## src/logic/ir_remote_cfg.svh

```systemverilog
// sample tick divider, pulse width thresholds, saturation limit, key pulse length
`ifndef IR_REMOTE_CFG_SVH
`define IR_REMOTE_CFG_SVH

// =========================================================================
// line sampling
// =========================================================================

// clk cycles per sample tick
`define IR_TICK_DIV         4

// measured length width and its saturation value, in ticks
`define IR_MEAS_W           8
`define IR_MEAS_MAX         255

// =========================================================================
// frame timing, all in sample ticks
// =========================================================================

`define IR_LEAD_MARK_MIN    48  // leader burst, shorter is noise
`define IR_LEAD_SPACE_MIN   24  // repeat codes fall below this
`define IR_BIT_MARK_MAX     8   // longer mark inside a frame aborts it
`define IR_ONE_SPACE_MIN    8   // space from here up decodes as 1

// =========================================================================
// key output
// =========================================================================

// width of one key pulse, clk cycles
`define KEY_PULSE_LEN       8

`endif
```

## src/logic/remote_cmd_pkg.sv

```systemverilog
// remote command types: NEC frame struct, command opcode enum, key vector
package remote_cmd_pkg;

    // =====================================================================
    // NEC frame, first received bit lands in bit 0
    // =====================================================================
    typedef struct packed {
        logic [7:0] cmd_n;  // inverted command, sent last
        logic [7:0] cmd;
        logic [7:0] addr_n;
        logic [7:0] addr;   // sent first
    } nec_frame_t;

    // =====================================================================
    // known command codes of the handset
    // =====================================================================
    typedef enum logic [7:0] {
        CMD_POWER = 8'h00,
        CMD_LEFT  = 8'h10,
        CMD_MENU  = 8'h40,
        CMD_UP    = 8'hA0
    } key_cmd_e;

    // one bit per key, at most one set at a time
    typedef struct packed {
        logic menu;
        logic left;
        logic up;
        logic power;
    } key_vec_t;

endpackage

```

## src/logic/ir_line_pkg.sv

```systemverilog
// IR line types: line level enum and pulse measurement struct
`include "ir_remote_cfg.svh"

package ir_line_pkg;

    // level of the inverted receiver line
    typedef enum logic {
        LVL_SPACE = 1'b0,   // no carrier
        LVL_MARK  = 1'b1    // carrier burst
    } ir_level_e;

    // one finished run of a steady level
    typedef struct packed {
        ir_level_e              level;  // level that just ended
        logic [`IR_MEAS_W-1:0]  len;    // ticks, saturating
    } pulse_meas_t;

endpackage

```

## src/logic/ir_remote_top.sv

```systemverilog
// IR remote receiver top: pulse meter, NEC frame decoder, key pulse generator
`timescale 1ns/1ns

module ir_remote_top
    import ir_line_pkg::*;
    import remote_cmd_pkg::*;
(
    input  logic        clk,
    input  logic        rst_n,
    input  logic        i_ir_rxb,       // active low receiver output
    output key_vec_t    o_keys,
    output logic [7:0]  o_cmd_code
);

    pulse_meas_t meas;
    logic        meas_vld;
    nec_frame_t  frame;
    logic        frame_req;
    logic        frame_ack;

    // line side, widths of marks and spaces
    ir_pulse_meter u_pulse_meter (
        .clk        (clk),
        .rst_n      (rst_n),
        .i_ir_rxb   (i_ir_rxb),
        .o_meas     (meas),
        .o_meas_vld (meas_vld)
    );

    nec_frame_decoder u_frame_decoder (
        .clk         (clk),
        .rst_n       (rst_n),
        .i_meas      (meas),
        .i_meas_vld  (meas_vld),
        .o_frame     (frame),
        .o_frame_req (frame_req),
        .i_frame_ack (frame_ack)
    );

    // key side, four-phase req/ack with the decoder
    key_pulse_gen u_key_pulse_gen (
        .clk         (clk),
        .rst_n       (rst_n),
        .i_frame     (frame),
        .i_frame_req (frame_req),
        .o_frame_ack (frame_ack),
        .o_keys      (o_keys),
        .o_cmd_code  (o_cmd_code)
    );

endmodule

```

## src/logic/key_pulse_gen.sv

```systemverilog
// key pulse generator: ack side of the frame handshake, command register, key map, pulse timer
`timescale 1ns/1ns

`include "ir_remote_cfg.svh"

module key_pulse_gen
    import remote_cmd_pkg::*;
(
    input  logic        clk,
    input  logic        rst_n,
    input  nec_frame_t  i_frame,
    input  logic        i_frame_req,
    output logic        o_frame_ack,
    output key_vec_t    o_keys,
    output logic [7:0]  o_cmd_code      // last accepted command
);

    localparam int unsigned cnt_w = $clog2(`KEY_PULSE_LEN + 1);

    logic [cnt_w-1:0] pulse_cnt;    // cycles left of the running pulse
    logic             pulse_busy;
    logic             capture;
    key_vec_t         key_map;

    // =====================================================================
    // command to key mapping
    // =====================================================================
    always_comb begin
        key_map = '0;
        case (i_frame.cmd)
            CMD_MENU:  key_map.menu  = 1'b1;
            CMD_LEFT:  key_map.left  = 1'b1;
            CMD_UP:    key_map.up    = 1'b1;
            CMD_POWER: key_map.power = 1'b1;
            default:   key_map = '0;  // unknown code, no key
        endcase
    end

    assign pulse_busy = (pulse_cnt != '0);
    // a running pulse holds back the ack
    assign capture    = i_frame_req && !o_frame_ack && !pulse_busy;

    // =====================================================================
    // handshake, command register and pulse timer
    // =====================================================================
    always_ff @(posedge clk or negedge rst_n) begin
        if (!rst_n) begin
            o_frame_ack <= 1'b0;
            o_cmd_code  <= '0;
            o_keys      <= '0;
            pulse_cnt   <= '0;
        end else begin
            if (capture) begin
                o_frame_ack <= 1'b1;
                o_cmd_code  <= i_frame.cmd;
                o_keys      <= key_map;
                pulse_cnt   <= (key_map != '0) ? cnt_w'(`KEY_PULSE_LEN) : '0;
            end else begin
                if (o_frame_ack && !i_frame_req) begin
                    o_frame_ack <= 1'b0;    // req gone, close the transfer
                end
                if (pulse_busy) begin
                    pulse_cnt <= pulse_cnt - 1'b1;
                    if (pulse_cnt == 1) begin
                        o_keys <= '0;
                    end
                end
            end
        end
    end

endmodule

```

## src/logic/nec_frame_decoder.sv

```systemverilog
// NEC frame decoder: leader check, 32-bit assembly, command complement check, req sender
`timescale 1ns/1ns

`include "ir_remote_cfg.svh"

module nec_frame_decoder
    import ir_line_pkg::*;
    import remote_cmd_pkg::*;
(
    input  logic        clk,
    input  logic        rst_n,
    input  pulse_meas_t i_meas,
    input  logic        i_meas_vld,
    output nec_frame_t  o_frame,
    output logic        o_frame_req,
    input  logic        i_frame_ack
);

    typedef enum logic [1:0] {
        ST_IDLE,
        ST_LEAD_SPACE,
        ST_BITS,
        ST_SEND
    } dec_state_e;

    dec_state_e state;
    logic [5:0] bit_cnt;        // bits taken so far
    nec_frame_t frame_nxt;      // frame with the current bit merged in
    logic       is_mark;
    logic       is_space;
    logic       space_bit;
    logic       last_bit;
    logic       cmd_ok;

    // =====================================================================
    // measurement classification
    // =====================================================================
    assign is_mark   = (i_meas.level == LVL_MARK);
    assign is_space  = (i_meas.level == LVL_SPACE);
    assign space_bit = (i_meas.len >= `IR_ONE_SPACE_MIN);   // long space is a 1
    assign last_bit  = (bit_cnt == 6'd31);

    always_comb begin
        frame_nxt = o_frame;
        frame_nxt[bit_cnt[4:0]] = space_bit;
    end

    // command byte must arrive with its complement
    assign cmd_ok = (frame_nxt.cmd_n == ~frame_nxt.cmd);

    // =====================================================================
    // frame FSM and req side of the handshake
    // =====================================================================
    always_ff @(posedge clk or negedge rst_n) begin
        if (!rst_n) begin
            state       <= ST_IDLE;
            bit_cnt     <= '0;
            o_frame_req <= 1'b0;
        end else begin
            case (state)
                ST_IDLE: begin
                    if (i_meas_vld && is_mark && i_meas.len >= `IR_LEAD_MARK_MIN) begin
                        state <= ST_LEAD_SPACE;
                    end
                end
                ST_LEAD_SPACE: begin
                    if (i_meas_vld) begin
                        bit_cnt <= '0;
                        // repeat codes have a short space and stop here
                        if (is_space && i_meas.len >= `IR_LEAD_SPACE_MIN) begin
                            state <= ST_BITS;
                        end else begin
                            state <= ST_IDLE;
                        end
                    end
                end
                ST_BITS: begin
                    if (i_meas_vld) begin
                        if (is_mark) begin
                            if (i_meas.len > `IR_BIT_MARK_MAX) begin
                                state <= ST_IDLE;   // not a bit mark
                            end
                        end else begin
                            bit_cnt <= bit_cnt + 1'b1;
                            if (last_bit) begin
                                // ack still high means the last transfer is not closed
                                if (cmd_ok && !i_frame_ack) begin
                                    state       <= ST_SEND;
                                    o_frame_req <= 1'b1;
                                end else begin
                                    state <= ST_IDLE;
                                end
                            end
                        end
                    end
                end
                ST_SEND: begin
                    if (i_frame_ack) begin
                        o_frame_req <= 1'b0;
                        state       <= ST_IDLE;
                    end
                end
                default: begin
                    state <= ST_IDLE;
                end
            endcase
        end
    end

    // frame bits, held while req is up
    always_ff @(posedge clk) begin
        if (state == ST_BITS && i_meas_vld && is_space) begin
            o_frame <= frame_nxt;
        end
    end

endmodule

```

## src/logic/ir_pulse_meter.sv

```systemverilog
// IR pulse meter: sample tick, line synchronizer, mark and space run-length counter
`timescale 1ns/1ns

`include "ir_remote_cfg.svh"

module ir_pulse_meter
    import ir_line_pkg::*;
(
    input  logic        clk,
    input  logic        rst_n,
    input  logic        i_ir_rxb,       // raw line, low while carrier present
    output pulse_meas_t o_meas,
    output logic        o_meas_vld
);

    logic [$clog2(`IR_TICK_DIV)-1:0] tick_cnt;
    logic                            tick;
    logic [1:0]                      sync_q;    // [1] is the settled level
    ir_level_e                       run_lvl;   // level being measured
    logic [`IR_MEAS_W-1:0]           run_len;
    logic                            lvl_change;

    // =====================================================================
    // sample tick
    // =====================================================================
    assign tick = (tick_cnt == `IR_TICK_DIV - 1);

    always_ff @(posedge clk or negedge rst_n) begin
        if (!rst_n) begin
            tick_cnt <= '0;
        end else if (tick) begin
            tick_cnt <= '0;
        end else begin
            tick_cnt <= tick_cnt + 1'b1;
        end
    end

    // two stage synchronizer, clocked by the tick, line inverted on entry
    always_ff @(posedge clk or negedge rst_n) begin
        if (!rst_n) begin
            sync_q <= '0;               // idle line reads as space
        end else if (tick) begin
            sync_q <= {sync_q[0], ~i_ir_rxb};
        end
    end

    // =====================================================================
    // run-length counter
    // =====================================================================
    assign lvl_change = (ir_level_e'(sync_q[1]) != run_lvl);

    always_ff @(posedge clk or negedge rst_n) begin
        if (!rst_n) begin
            run_lvl    <= LVL_SPACE;
            run_len    <= '0;
            o_meas_vld <= 1'b0;
        end else begin
            o_meas_vld <= 1'b0;
            if (tick) begin
                if (lvl_change) begin
                    run_lvl    <= ir_level_e'(sync_q[1]);
                    run_len    <= {{(`IR_MEAS_W-1){1'b0}}, 1'b1};  // new run, first tick
                    o_meas_vld <= 1'b1;
                end else if (run_len < `IR_MEAS_MAX) begin
                    run_len <= run_len + 1'b1;
                end
            end
        end
    end

    // ended level and its length, valid with the strobe
    always_ff @(posedge clk) begin
        if (tick && lvl_change) begin
            o_meas.level <= run_lvl;
            o_meas.len   <= run_len;
        end
    end

endmodule

```

## config.mk

```make
export PLATFORM = sky130hd
export DESIGN_NAME = ir_remote_top
export DESIGN_NICKNAME = d
export VERILOG_FILES = /design/src/logic/remote_cmd_pkg.sv /design/src/logic/ir_line_pkg.sv /design/src/logic/ir_remote_top.sv /design/src/logic/key_pulse_gen.sv /design/src/logic/nec_frame_decoder.sv /design/src/logic/ir_pulse_meter.sv
export VERILOG_INCLUDE_DIRS = /design/src /design/src/logic
export SDC_FILE = /design/constraint.sdc
export NUM_CORES = 1
export LEC_CHECK = 0
export BUFFER_PORTS_ARGS = -buffer_cell sky130_fd_sc_hd__buf_4
export CORE_ASPECT_RATIO = 2
export CORE_UTILIZATION = 30
export DETAILED_ROUTE_END_ITERATION = 12
export PLACE_DENSITY = 0.47
export SYNTH_ARGS = -nofsm -noshare
export SYNTH_HDL_FRONTEND = slang
export SYNTH_HIERARCHICAL = 1
export SYNTH_SLANG_ARGS = --single-unit
```

## constraint.sdc

```tcl
create_clock -name clk -period 3.65 [get_ports clk]
set_input_delay 0.73 -clock clk [delete_from_list [all_inputs] [get_ports clk]]
set_output_delay 0.73 -clock clk [all_outputs]
set_load 0.05 [all_outputs]
```

==> results of run 1 <==
## worst max-delay path, delay by kind of cell, from the launching register on
kind                     cells  cell delay (ns)
AO/OA/AOI/OAI                3             0.60
buffers and inverters        1             0.11
adder cells (fa/ha/maj)      1             0.45
AND/OR/NAND/NOR              3             0.96
flip-flops                   1             0.44
## area by class of cell
class | count | area (sq um) | share of cell area (%)
Tap cell | 145 | 181 | 4.38
Sequential cell | 65 | 1750 | 42.3
Timing Repair Buffer | 17 | 128 | 3.08
Clock buffer | 13 | 293 | 7.07
Inverter | 18 | 67.6 | 1.63
Multi-Input combinational cell | 236 | 1700 | 41.1
Clock inverter | 3 | 18.8 | 0.453
## flip-flops by register name (all words and copies together), names as in the netlist
name	count
u_frame_decoder/o_frame	16
u_frame_decoder/state	2
u_pulse_meter/o_meas_vld	1
u_pulse_meter/run_len	8
u_pulse_meter/run_lvl	1
u_pulse_meter/o_meas	9
u_key_pulse_gen/o_frame_ack	1
u_key_pulse_gen/pulse_cnt	4
u_pulse_meter/tick_cnt	2
u_frame_decoder/bit_cnt	6
u_key_pulse_gen/o_keys	4
u_frame_decoder/o_frame_req	1
u_key_pulse_gen/o_cmd_code	8
u_pulse_meter/sync_q	2
## worst min path at each step
stage | slack [ns] | cells past startpoint | endpoint | startpoint
floorplan | 0.40 | 1 | u_pulse_meter/tick_cnt[0]$_DFF_PN0_ | u_pulse_meter/tick_cnt[0]$_DFF_PN0_
global placement | 0.41 | 1 | u_pulse_meter/tick_cnt[0]$_DFF_PN0_ | u_pulse_meter/tick_cnt[0]$_DFF_PN0_
detailed placement | 0.43 | 1 | u_pulse_meter/tick_cnt[0]$_DFF_PN0_ | u_pulse_meter/tick_cnt[0]$_DFF_PN0_
CTS | 0.42 | 1 | u_key_pulse_gen/o_cmd_code[3]$_DFFE_PN0P_ | rst_n
global route | 0.43 | 1 | u_key_pulse_gen/o_cmd_code[0]$_DFFE_PN0P_ | rst_n
finish | 0.40 | 1 | u_pulse_meter/run_len[7]$_DFFE_PN0P_ | rst_n
## power by group through the flow
stage          combinational, mW  clock, mW  sequential, mW
2_1_floorplan             0.0280          0           0.800
3_3_place_gp              0.0434          0           0.805
5_1_grt                   0.0521      0.934           0.795
6_report                  0.0442      0.869           0.793
3_5_place_dp              0.0449          0           0.807
4_1_cts                   0.0451      0.897           0.793
## stage by stage
step                      hold WS [ns]  power, mW  utilization [%]  setup slack [ns]  area (sq um)
after floorplan                  0.403      0.828                -              1.45          3620
after global placement           0.414      0.849             32.7              1.12          3830
after detailed placement         0.428      0.852             32.7              1.03          3830
after CTS                        0.420       1.73             35.4              1.03          4140
after global routing             0.432       1.78             35.4             0.871          4140
final                            0.402       1.71             35.4              1.03          4140
## layer usage
metal  track usage [%]  vias to the layer above  wire length, microns
li1                  -                     1277                     -
met1              14.6                     1317                  3220
met2              28.3                       35                  5010
met3              2.90                       11                   142
met4              8.48                        0                   188
met5                 0                        -                     0
==> results.txt, run 1 <==
- Endpoints failing hold: 0
* WP data arrival: about 2.9 ns
- End of the critical path: u_frame_decoder/state[0]$_DFFE_PN0P_
- Final critical path time including I/O delays and setup: around 2.6 ns
- Wires add up to approximately 8600 microns.
* Required time of the critical path: between 3 and 4 ns
- Traced cell by cell, the critical path runs through inv_1 > ha_1 > nand3_2 > a22o_1 > or4_1 > nor4_2 > o311ai_0 > a21oi_1.
- The average instance in the mapped netlist occupies about 11 sq um.
- Synthesized cell area: between 3000 and 4000 sq um
* Number of placed cells counting well taps: 481
- I/O pin total: 15
- The worst pin sits at a relative slew slack of roughly 30%.
- Entering global routing, the biggest net connects 41 pins.
* P&R area growth vs syn: 14.6%
- Routed vias: approximately 2,600
- Port Buf Inserts: 14
* Setup total negative slack: 0 ns
* Power density over the cells: between 400 and 500 nW/um^2
- Internal power: between 1 and 1.5 mW
- By startpoint and endpoint, the worst setup path is classified as reg2reg.
- Longest Clk Path Bufs: 2
* Reg2Reg Capture Point: u_frame_decoder/state[0]$_DFFE_PN0P_
- The first global-routing pass estimated between 10,000 and 15,000 microns of wire.
- Kind of start point of the critical path: flop
- Fraction of power spent switching nets: a little over a fifth
* Startpoint of the worst-slack reg-to-reg timing path: u_frame_decoder/bit_cnt[0]$_DFFE_PN0P_
- Setup violations remaining at the end of the flow were counted as 0.
- Share of final-layout standard cells stronger than drive strength 1: a little under a fifth
* Total CTS buffers: 9
- For this run, the slowest stage of the critical path takes 0.51 ns.
- After clock tree synthesis, the repair step resized 0 gates.
- Counting cells, the worst reg-to-reg path comes to 8.
* Height of the chip: approximately 160 microns
- Combinational share of power: under 10%
* Total die area: 12,500 sq um
- Static timing analysis puts the maximum clock frequency at roughly 0.38 GHz.
* Number of diodes: 0
- Effective utilization at floorplan: 30.9%
- Root Buffer: sky130_fd_sc_hd__clkbuf_16
- Worst supply voltage drop on vdd: about 0.00023 V
- Row generation in the floorplan step produced 56 rows.
- Synthesized netlist net count: ~350
- Biggest fanout along the worst timing path: 12
* Unrepaired setup endpoints after global routing: no
- The number of max-slew violations in the final report came to 0.
* GR Overflow Total: 0
- The detail route stage leaves a number of antenna-violating nets equal to 0.
- Before antenna repair, the detailed router went through 4 iterations.
- The clock drives 65 sinks.
- The clock arrives with between 0.008 and 0.009 ns of skew.
* Net count of the finished layout: about 360
- The flow ran to the end, and the final reports show no timing, DRC or antenna violations.
* Final worst path period share: 71.7%
* Synth Warn #: 6
* Most common cell after layout, fill and taps aside: sky130_fd_sc_hd__dfrtp_1
- The layout has approximately 1,100 filler cells.
* Clock insertion delay at the later pin of the skew report: roughly 0.33 ns
- Worst hold path class: in2async
- Across every metal layer, demand over resource in global routing totals 15.0%.
- Routability-driven placement finished with a final weighted congestion of 0.748.
- Across all register-to-register paths, the minimum setup slack is approximately 1.0 ns.
* Vias in the first global route: about 2,700
* Total of hold buffers inserted after clock tree synthesis: 0
* Average routed wire per standard cell: 17.2 microns
- Leak: ~1.5 nW
- Master of the slowest instance on the critical path: sky130_fd_sc_hd__or4_1
- TritonCTS clock tree: yes
* Part of the power in registers: 46.5%
* Final non-filler cell total: 497
- Sum of net half-perimeters after detailed placement: slightly above 6000 microns
* Drt initial violations: roughly 170
- Width of the chip: 79.6 microns
- The number of setup buffers added after CTS is 0.
* Antenna violations before repair: 0
- Clock slew seen by the registers of the worst setup and hold paths: around 0.06 ns
* Critical Path End Type: flop
- Number of DRC violations after detailed routing: 0
- Post-Syn Instances: 334
- For the pin with the worst max-slew slack, the measured transition is approximately 1.0 ns.
- In this run, the clock network consumes roughly half of the power.
- Worst setup path startpoint: u_frame_decoder/bit_cnt[0]$_DFFE_PN0P_
- Net switching power: between 0.3 and 0.4 mW
- Maximum level of the CTS H-tree: 3
* Number of maximum-capacitance violations: 0
* Core Box Area: approximately 12,000 sq um
- After detailed routing, the number of vias per cell comes to about 5.3.
* Commonest non-fill, non-tap cells in the layout: 40 x sky130_fd_sc_hd__dfrtp_1, 25 x sky130_fd_sc_hd__a21oi_1, 25 x sky130_fd_sc_hd__edfxtp_1
No activity file was read; power rests on OpenSTA's default activity.
==> run 2: changes to the inputs <==
- PLACE_DENSITY: 0.47 -> 0.48
- clock period: 3.65 -> 2.2 ns (I/O delays scaled with it)
==> run 2 against run 1 <==
- clock skew barely moved
- utilization is 2.6 points higher
- wire length increased by 3.4%
- power is 62% higher
- global-route usage up 0.31 points
- combinational power increased by 64%
==> results.txt, run 2 (synthesized netlist as in run 1, its figures left out) <==
* R2r setup slk: 0.04 ns (-1.00 ns)
* WP data arrival: 2.41 ns (-0.46 ns)
* Total of hold buffers inserted after clock tree synthesis: 0 (unchanged)
* Width of the chip: 79.6 microns (unchanged)
- The clock power share came to 49.8% (-1.1 points).
- The number of max-slew violations in the final report is 0 (unchanged).
- Final ANT Viol Nets: 0 (unchanged)
- Floorplan row count: 56 (unchanged)
- Maximum number of pins on one net before global-route repair: 41 (unchanged)
* Critical Path End Type: flop
- Number of maximum-capacitance violations: 0 (unchanged)
* Endpoints failing hold: 0 (unchanged)
- The total wire length is 8850 microns (+3.4%).
- The fraction of power spent switching nets was 20.9% (+0.069 points).
- Counting flops per register, the top entry is u_frame_decoder/o_frame.
* P&R area growth vs syn: 22.9%
- The worst reg2reg path depth came to 8 (unchanged).
- The library cell used most frequently in the layout, excluding fill and tap cells, is sky130_fd_sc_hd__buf_4.
* Height of the chip: 157 microns (unchanged)
- The worst hold slack after final layout was 0.102 ns (-0.301 ns).
- Share of final-layout standard cells stronger than drive strength 1: 27.6% (+8.9 points)
- The power density relative to cell area was 621 nW/um^2 (+51%).
- The endpoint identified for the worst register-to-register timing path is u_frame_decoder/state[1]$_DFFE_PN0P_.
- The final net count was 394 (+9.7%).
* I/O pin total: 15 (unchanged)
- Part of the power in registers: 47.6% (+1.1 points)
* GRT Resource Usage Total: 15.3% (+0.31 points)
- Number of DRC violations after detailed routing: 0 (unchanged)
* Effective utilization at floorplan: 30.9% (unchanged)
- The number of antenna violations at the first check in global routing came to 0 (unchanged).
- The TritonCTS buffer count is 9 (unchanged).
- Port Buf Inserts: 14 (unchanged)
- GR Overflow Total: 0 (unchanged)
- Core Box Area: 11,700 sq um (unchanged)
- TritonCTS clock tree: yes
- Clock insertion delay at the later pin of the skew report: 0.33 ns (about the same)
- Required time of the critical path: 2.45 ns (-1.46 ns)
* Biggest fanout along the worst timing path: 4 (-8)
- The clock transition at the register clock pins on the worst setup and hold paths after CTS was 0.05 ns (about the same).
* Net switching power: 0.578 mW (+62%)
* Routability-driven placement congestion ratio: 0.844 (+13%)
* Worst hold path class: in2async
* Timing-limited maximum frequency: 0.463 GHz (+21%)
- Drt initial violations: 178 (+7.9%)
- The time the final worst path needs with I/O delays and setup was 2.16 ns (-0.455 ns).
- The headroom to the max-slew limit came to 62.0% (+32 points).
* Global-route wire length before repair: 14,000 microns (+2.1%)
- In the layout the commonest cells are 52 x sky130_fd_sc_hd__buf_4, 40 x sky130_fd_sc_hd__dfrtp_1, 25 x sky130_fd_sc_hd__edfxtp_1.
- The via count of the first global-routing pass is 2,711 (+1.6%).
* Internal power: 2.18 mW (+62%)
- Total iterations of the first detailed-routing run: 5 (+1)
- Leak: 1.70 nW (+11%)
- Root Buffer: sky130_fd_sc_hd__clkbuf_16
* Unrepaired setup endpoints after global routing: yes
* Largest register FFs: 16 (unchanged)
- The critical path in this run is classified as reg2reg.
* Final clock skew: 0.00859 ns (-0.0000919 ns)
* Final worst path period share: 98.2% (+27 points)
* Result of the run: finished clean
* Startpoint of the worst-slack reg-to-reg timing path: u_frame_decoder/bit_cnt[1]$_DFFE_PN0P_
* Longest Clk Path Bufs: 2 (unchanged)
* Kind of start point of the critical path: flop
* Sum of net half-perimeters after detailed placement: 6490 microns (+5.9%)
- Number of diodes: 0 (unchanged)
- The number of endpoints failing setup at the final stage came to 0 (unchanged).
- The floorplan die area is 12,500 sq um (unchanged).
- The worst-margin pin slew is 0.570 ns (-0.473 ns).
* Total Power Consumption: 2.76 mW (+62%)
* Largest registers: u_frame_decoder/o_frame (16), u_pulse_meter/o_meas (9)
* Combinational share of power: 2.6% (about the same)
- Routed vias/inst: 5.20 (-2.2%)
- The worst IR drop on VDD is 0.000364 V (+60%).
* Post-layout utilization of the core: 38.0% (+2.6 points)
* Maximum level of the CTS H-tree: 3 (unchanged)
- Routed vias: 2,764 (+4.7%)
* Average routed wire per standard cell: 16.6 microns (-3.4%)
- The count of filler cells inserted in the layout came to 1,136 (-0.44%).
- Clk sinks: 65 (unchanged)
run 2: changes by cell type in the layout (fill, tap and decap cells not counted), sizes merged:
| cell | change |
|---|---|
| clkbuf | -1 |
| bufinv | +1 |
| buf | +35 |
run 2: how the worst max path moves through the flow:
stage                                                 from                                     to  slack [ns]
floorplan             u_frame_decoder/state[0]$_DFFE_PN0P_  u_frame_decoder/o_frame[16]$_DFFE_PP_       0.005
CTS                 u_frame_decoder/bit_cnt[0]$_DFFE_PN0P_   u_frame_decoder/state[1]$_DFFE_PN0P_        0.01
global placement    u_frame_decoder/bit_cnt[1]$_DFFE_PN0P_   u_frame_decoder/state[1]$_DFFE_PN0P_        0.05
detailed placement  u_frame_decoder/bit_cnt[1]$_DFFE_PN0P_   u_frame_decoder/state[1]$_DFFE_PN0P_       -0.02
finish              u_frame_decoder/bit_cnt[1]$_DFFE_PN0P_   u_frame_decoder/state[1]$_DFFE_PN0P_        0.04
global route        u_frame_decoder/bit_cnt[1]$_DFFE_PN0P_   u_frame_decoder/state[1]$_DFFE_PN0P_       -0.05
run 2: power groups by stage:
stage | sequential (mW) | clock (mW) | combinational [mW]
finish | 1.31 | 1.37 | 0.0723
global route | 1.32 | 1.48 | 0.0829
CTS | 1.31 | 1.42 | 0.0746
detailed placement | 1.34 | 0 | 0.0742
global placement | 1.33 | 0 | 0.0730
floorplan | 1.33 | 0 | 0.0464
run 2: through the flow:
step | setup TNS [ns] | cells | area [sq um] | setup WS, ns
3_5_place_dp | -0.0367 | 515 | 4090 | -0.0231
3_3_place_gp | 0 | 515 | 4090 | 0.0527
5_1_grt | -0.0923 | 532 | 4450 | -0.0496
2_1_floorplan | 0 | 334 | 3620 | 0.00461
4_1_cts | 0 | 531 | 4380 | 0.0113
6_report | 0 | 532 | 4450 | 0.0387
run 2: layout make-up:
class / count / area (sq um) / share of cell area, %
clock buffers: 12 / 236 / 5.32
clock inverters: 4 / 45.0 / 1.01
inverters: 18 / 67.6 / 1.52
multi-input cells: 236 / 1770 / 39.9
flip-flops and latches: 65 / 1750 / 39.4
well taps: 145 / 181 / 4.08
repair buffers: 52 / 390 / 8.78
run 2: what timing repair did:
action	4_1_cts	5_1_grt
pin swaps	1	2
endpoints found under the setup margin	2	3
setup buffers	0	1
resized for setup	3	12
run 2: worst max-delay path, stage by stage, from the launching register on:
cell and delay (ns):
sky130_fd_sc_hd__dfrtp_1 0.42, sky130_fd_sc_hd__inv_2 0.11, sky130_fd_sc_hd__buf_4 0.12, sky130_fd_sc_hd__ha_4 0.14, sky130_fd_sc_hd__a31oi_1 0.07, sky130_fd_sc_hd__or4_4 0.55
sky130_fd_sc_hd__nor4_4 0.36, sky130_fd_sc_hd__o31ai_4 0.13, sky130_fd_sc_hd__a31oi_1 0.18
run 2: layer usage:
metal	global-route usage (%)	vias up	share of wire [%]
met2	28.6	50	56
met4	9.18	0	4.4
met3	3.42	23	2.9
met1	14.7	1350	37
met5	0	-	0
li1	-	1341	-
==> run 3: changes to the inputs <==
- CORE_ASPECT_RATIO: 2 -> 1.5
- CTS_BUF_LIST: unset -> sky130_fd_sc_hd__clkbuf_8
==> run 3 against run 2 <==
- fmax up 1.3%
- sequential share of layout area rose by 0.38 points
- combinational power down 2%
- wire length decreased by 4.1%
- design area fell by 0.96%
- clock power decreased by 9%
- sequential cell count is the same
- register-to-register slack better by 0.03 ns
- clock skew down 0.0023 ns
- critical endpoint unchanged
==> results.txt, run 3 (synthesized netlist as in run 1, its figures left out) <==
* Floorplan row count: 48 (-14%)
- Final non-filler cell total: 537 (+0.94%)
- The reg2reg setup slack is 0.07 ns (+0.03 ns).
* Maximum level of the CTS H-tree: 3 (unchanged)
- The total number of vias is 2,721 (-1.6%).
* # setup viols final: 0 (unchanged)
* Fraction of power spent switching nets: 20.7% (-0.26 points)
- The cell sitting at the root of the clock tree is a sky130_fd_sc_hd__clkbuf_8.
- The count of TritonRoute iterations in the first routing pass is 4 (-1).
- Kind of start point of the critical path: flop
- Result of the run: finished clean
* Timing-limited maximum frequency: 0.469 GHz (+1.3%)
- The fraction of the cycle the final worst path needs is 97.0% (-1.3 points).
- The core outline area was 11,700 sq um (-0.43%).
* Relative contribution of the clock network to total power: 47.5% (-2.3 points)
* Average routed wire per standard cell: 15.8 microns (-5.0%)
- Largest registers: u_frame_decoder/o_frame (16), u_pulse_meter/o_meas (9)
- TritonCTS clock tree: yes
- Share of final-layout standard cells stronger than drive strength 1: 28.4% (+0.78 points)
- By startpoint and endpoint, the worst setup path is classified as reg2reg.
- Slew at the pin with the worst max-slew slack: 0.548 ns (-0.0228 ns)
* Total CTS buffers: 9 (unchanged)
- Reg2Reg Capture Point: u_frame_decoder/state[1]$_DFFE_PN0P_
* Net switching power: 0.544 mW (-5.9%)
- The combinational group share of total power is 2.7% (about the same).
* Global-route wire length before repair: 14,100 microns (+0.35%)
- Width of the chip: 91.6 microns (+15%)
- The total power came to 2.63 mW (-4.7%).
- Total die area: 12,500 sq um (-0.14%)
* End of the critical path: u_frame_decoder/state[1]$_DFFE_PN0P_
- Commonest non-fill, non-tap cells in the layout: 52 x sky130_fd_sc_hd__buf_4, 40 x sky130_fd_sc_hd__dfrtp_1, 25 x sky130_fd_sc_hd__a21oi_1, 25 x sky130_fd_sc_hd__edfxtp_1, 22 x sky130_fd_sc_hd__nand2_1
* Endpoints failing hold: 0 (unchanged)
- Leak: 1.68 nW (-1.1%)
* Number of diodes: 0 (unchanged)
* Clk sinks: 65 (unchanged)
* WP data arrival: 2.41 ns (about the same)
* Routed vias/inst: 5.07 (-2.5%)
- The final net count came to 394 (unchanged).
* Critical Path End Type: flop
- The number of buffers added on ports is 14 (unchanged).
- Clock insertion delay at the later pin of the skew report: 0.35 ns (+0.02 ns)
- Headroom to the max-slew limit: 63.5% (+1.5 points)
- Height of the chip: 136 microns (-13%)
- Routability-driven placement congestion ratio: 0.836 (-1.0%)
- Clock slew seen by the registers of the worst setup and hold paths: 0.07 ns (+0.02 ns)
- Ranked by flip-flop count, first place goes to u_frame_decoder/o_frame.
* Power density over the cells: 598 nW/um^2 (-3.8%)
* I/O pin total: 15 (unchanged)
- Final critical path time including I/O delays and setup: 2.13 ns (-0.0280 ns)
* GRT Resource Usage Total: 15.0% (-0.31 points)
- The data required time at the worst endpoint was 2.47 ns (+0.02 ns).
- The deepest clock path buffer count is 2 (unchanged).
- Part of the power in registers: 49.8% (+2.2 points)
- Most common cell after layout, fill and taps aside: sky130_fd_sc_hd__buf_4
- The number of flip-flops in the largest register was 16 (unchanged).
* Internal power: 2.09 mW (-4.4%)
* Worst setup path startpoint: u_frame_decoder/bit_cnt[1]$_DFFE_PN0P_
- The effective utilization at floorplan is 31.0% (+0.13 points).
- Antenna violations before repair: 0 (unchanged)
* Max-slew violations: 0 (unchanged)
- Vias in the first global route: 2,715 (+0.15%)
- Maximum number of pins on one net before global-route repair: 41 (unchanged)
- The number of buffers inserted by hold repair at cts is 0 (unchanged).
- Detailed Route WL: 8490 microns (-4.1%)
- P&R area growth vs syn: 21.8%
- Sum of net half-perimeters after detailed placement: 6120 microns (-5.7%)
* GR Overflow Total: 0 (unchanged)
- The post-placement cell count came to 520 (+0.97%).
* Startpoint of the worst-slack reg-to-reg timing path: u_frame_decoder/bit_cnt[1]$_DFFE_PN0P_
- Depth of the worst register-to-register path: 8 (unchanged)
* Unrepaired setup endpoints after global routing: yes
- The number of remaining DRC errors was 0 (unchanged).
- The count of maximum capacitance violations is 0 (unchanged).
- Drt initial violations: 134 (-25%)
- The worst IR drop on VDD is 0.000314 V (-14%).
- The number of routed nets with antenna violations came to 0 (unchanged).
- The highest fanout seen on the critical path was 4 (unchanged).
* Worst hold path class: in2async
* Final clock skew: 0.00626 ns (-0.00232 ns)
run 3: per-stage QoR:
step	setup TNS [ns]	instance area [sq um]	hold WS [ns]	worst slack [ns]	util [%]
after floorplan	0	3620	0.144	0.00461	-
after global placement	0	4090	0.414	0.0528	35.1
after detailed placement	-0.0121	4090	0.424	-0.0106	35.1
after CTS	0	4350	0.0843	0.0628	37.3
after global routing	-0.0288	4400	0.114	-0.0288	37.8
final	0	4400	0.0704	0.0667	37.8
run 3: cell type report:
class                      instances  area (sq um)
timing repair buffer              52           390
sequential                        65          1750
multi-input combinational        236          1760
tap                              150           188
clock inverter                     6           106
fill                            1168          7250
clock buffer                      10           138
inverter                          18          67.6
run 3: critical path: stages, from the launching register on:
cell and delay [ns]:
sky130_fd_sc_hd__dfrtp_1 0.41, sky130_fd_sc_hd__inv_2 0.10, sky130_fd_sc_hd__ha_4 0.16, sky130_fd_sc_hd__and3_4 0.19, sky130_fd_sc_hd__o21ai_2 0.05, sky130_fd_sc_hd__or4_4 0.50
sky130_fd_sc_hd__nor4_4 0.34, sky130_fd_sc_hd__o31ai_2 0.14, sky130_fd_sc_hd__a31oi_1 0.18
run 3: how the worst min path moves through the flow:
stage	start	to	slack, ns	cells after the start
after floorplan	rst_n	u_frame_decoder/bit_cnt[0]$_DFFE_PN0P_	0.14	0
after global placement	u_pulse_meter/tick_cnt[0]$_DFF_PN0_	u_pulse_meter/tick_cnt[0]$_DFF_PN0_	0.41	1
after detailed placement	u_pulse_meter/tick_cnt[0]$_DFF_PN0_	u_pulse_meter/tick_cnt[0]$_DFF_PN0_	0.42	1
after CTS	rst_n	u_key_pulse_gen/pulse_cnt[2]$_DFFE_PN0P_	0.08	1
after global routing	rst_n	u_key_pulse_gen/pulse_cnt[2]$_DFFE_PN0P_	0.11	1
final	rst_n	u_key_pulse_gen/pulse_cnt[2]$_DFFE_PN0P_	0.07	1
run 3: routing by layer:
layer | wire length (microns) | up-vias | global-route usage [%]
met1 | 3520 | 1308 | 16.1
li1 | - | 1348 | -
met2 | 4440 | 45 | 26.4
met5 | 0 | - | 0
met4 | 292 | 0 | 9.35
met3 | 234 | 20 | 3.58
run 3: power groups by stage:
stage               Sequential (mW)  Combinational (mW)  Clock [mW]
floorplan                      1.33              0.0464           0
global placement               1.33              0.0712           0
detailed placement             1.34              0.0725           0
CTS                            1.31              0.0728        1.29
global route                   1.31              0.0827        1.35
finish                         1.31              0.0705        1.25
run 3: what timing repair did:
item,in CTS,in global routing
gates resized for setup,2,13
setup endpoints to repair,2,3
pin swaps,1,5
buffers inserted,0,1
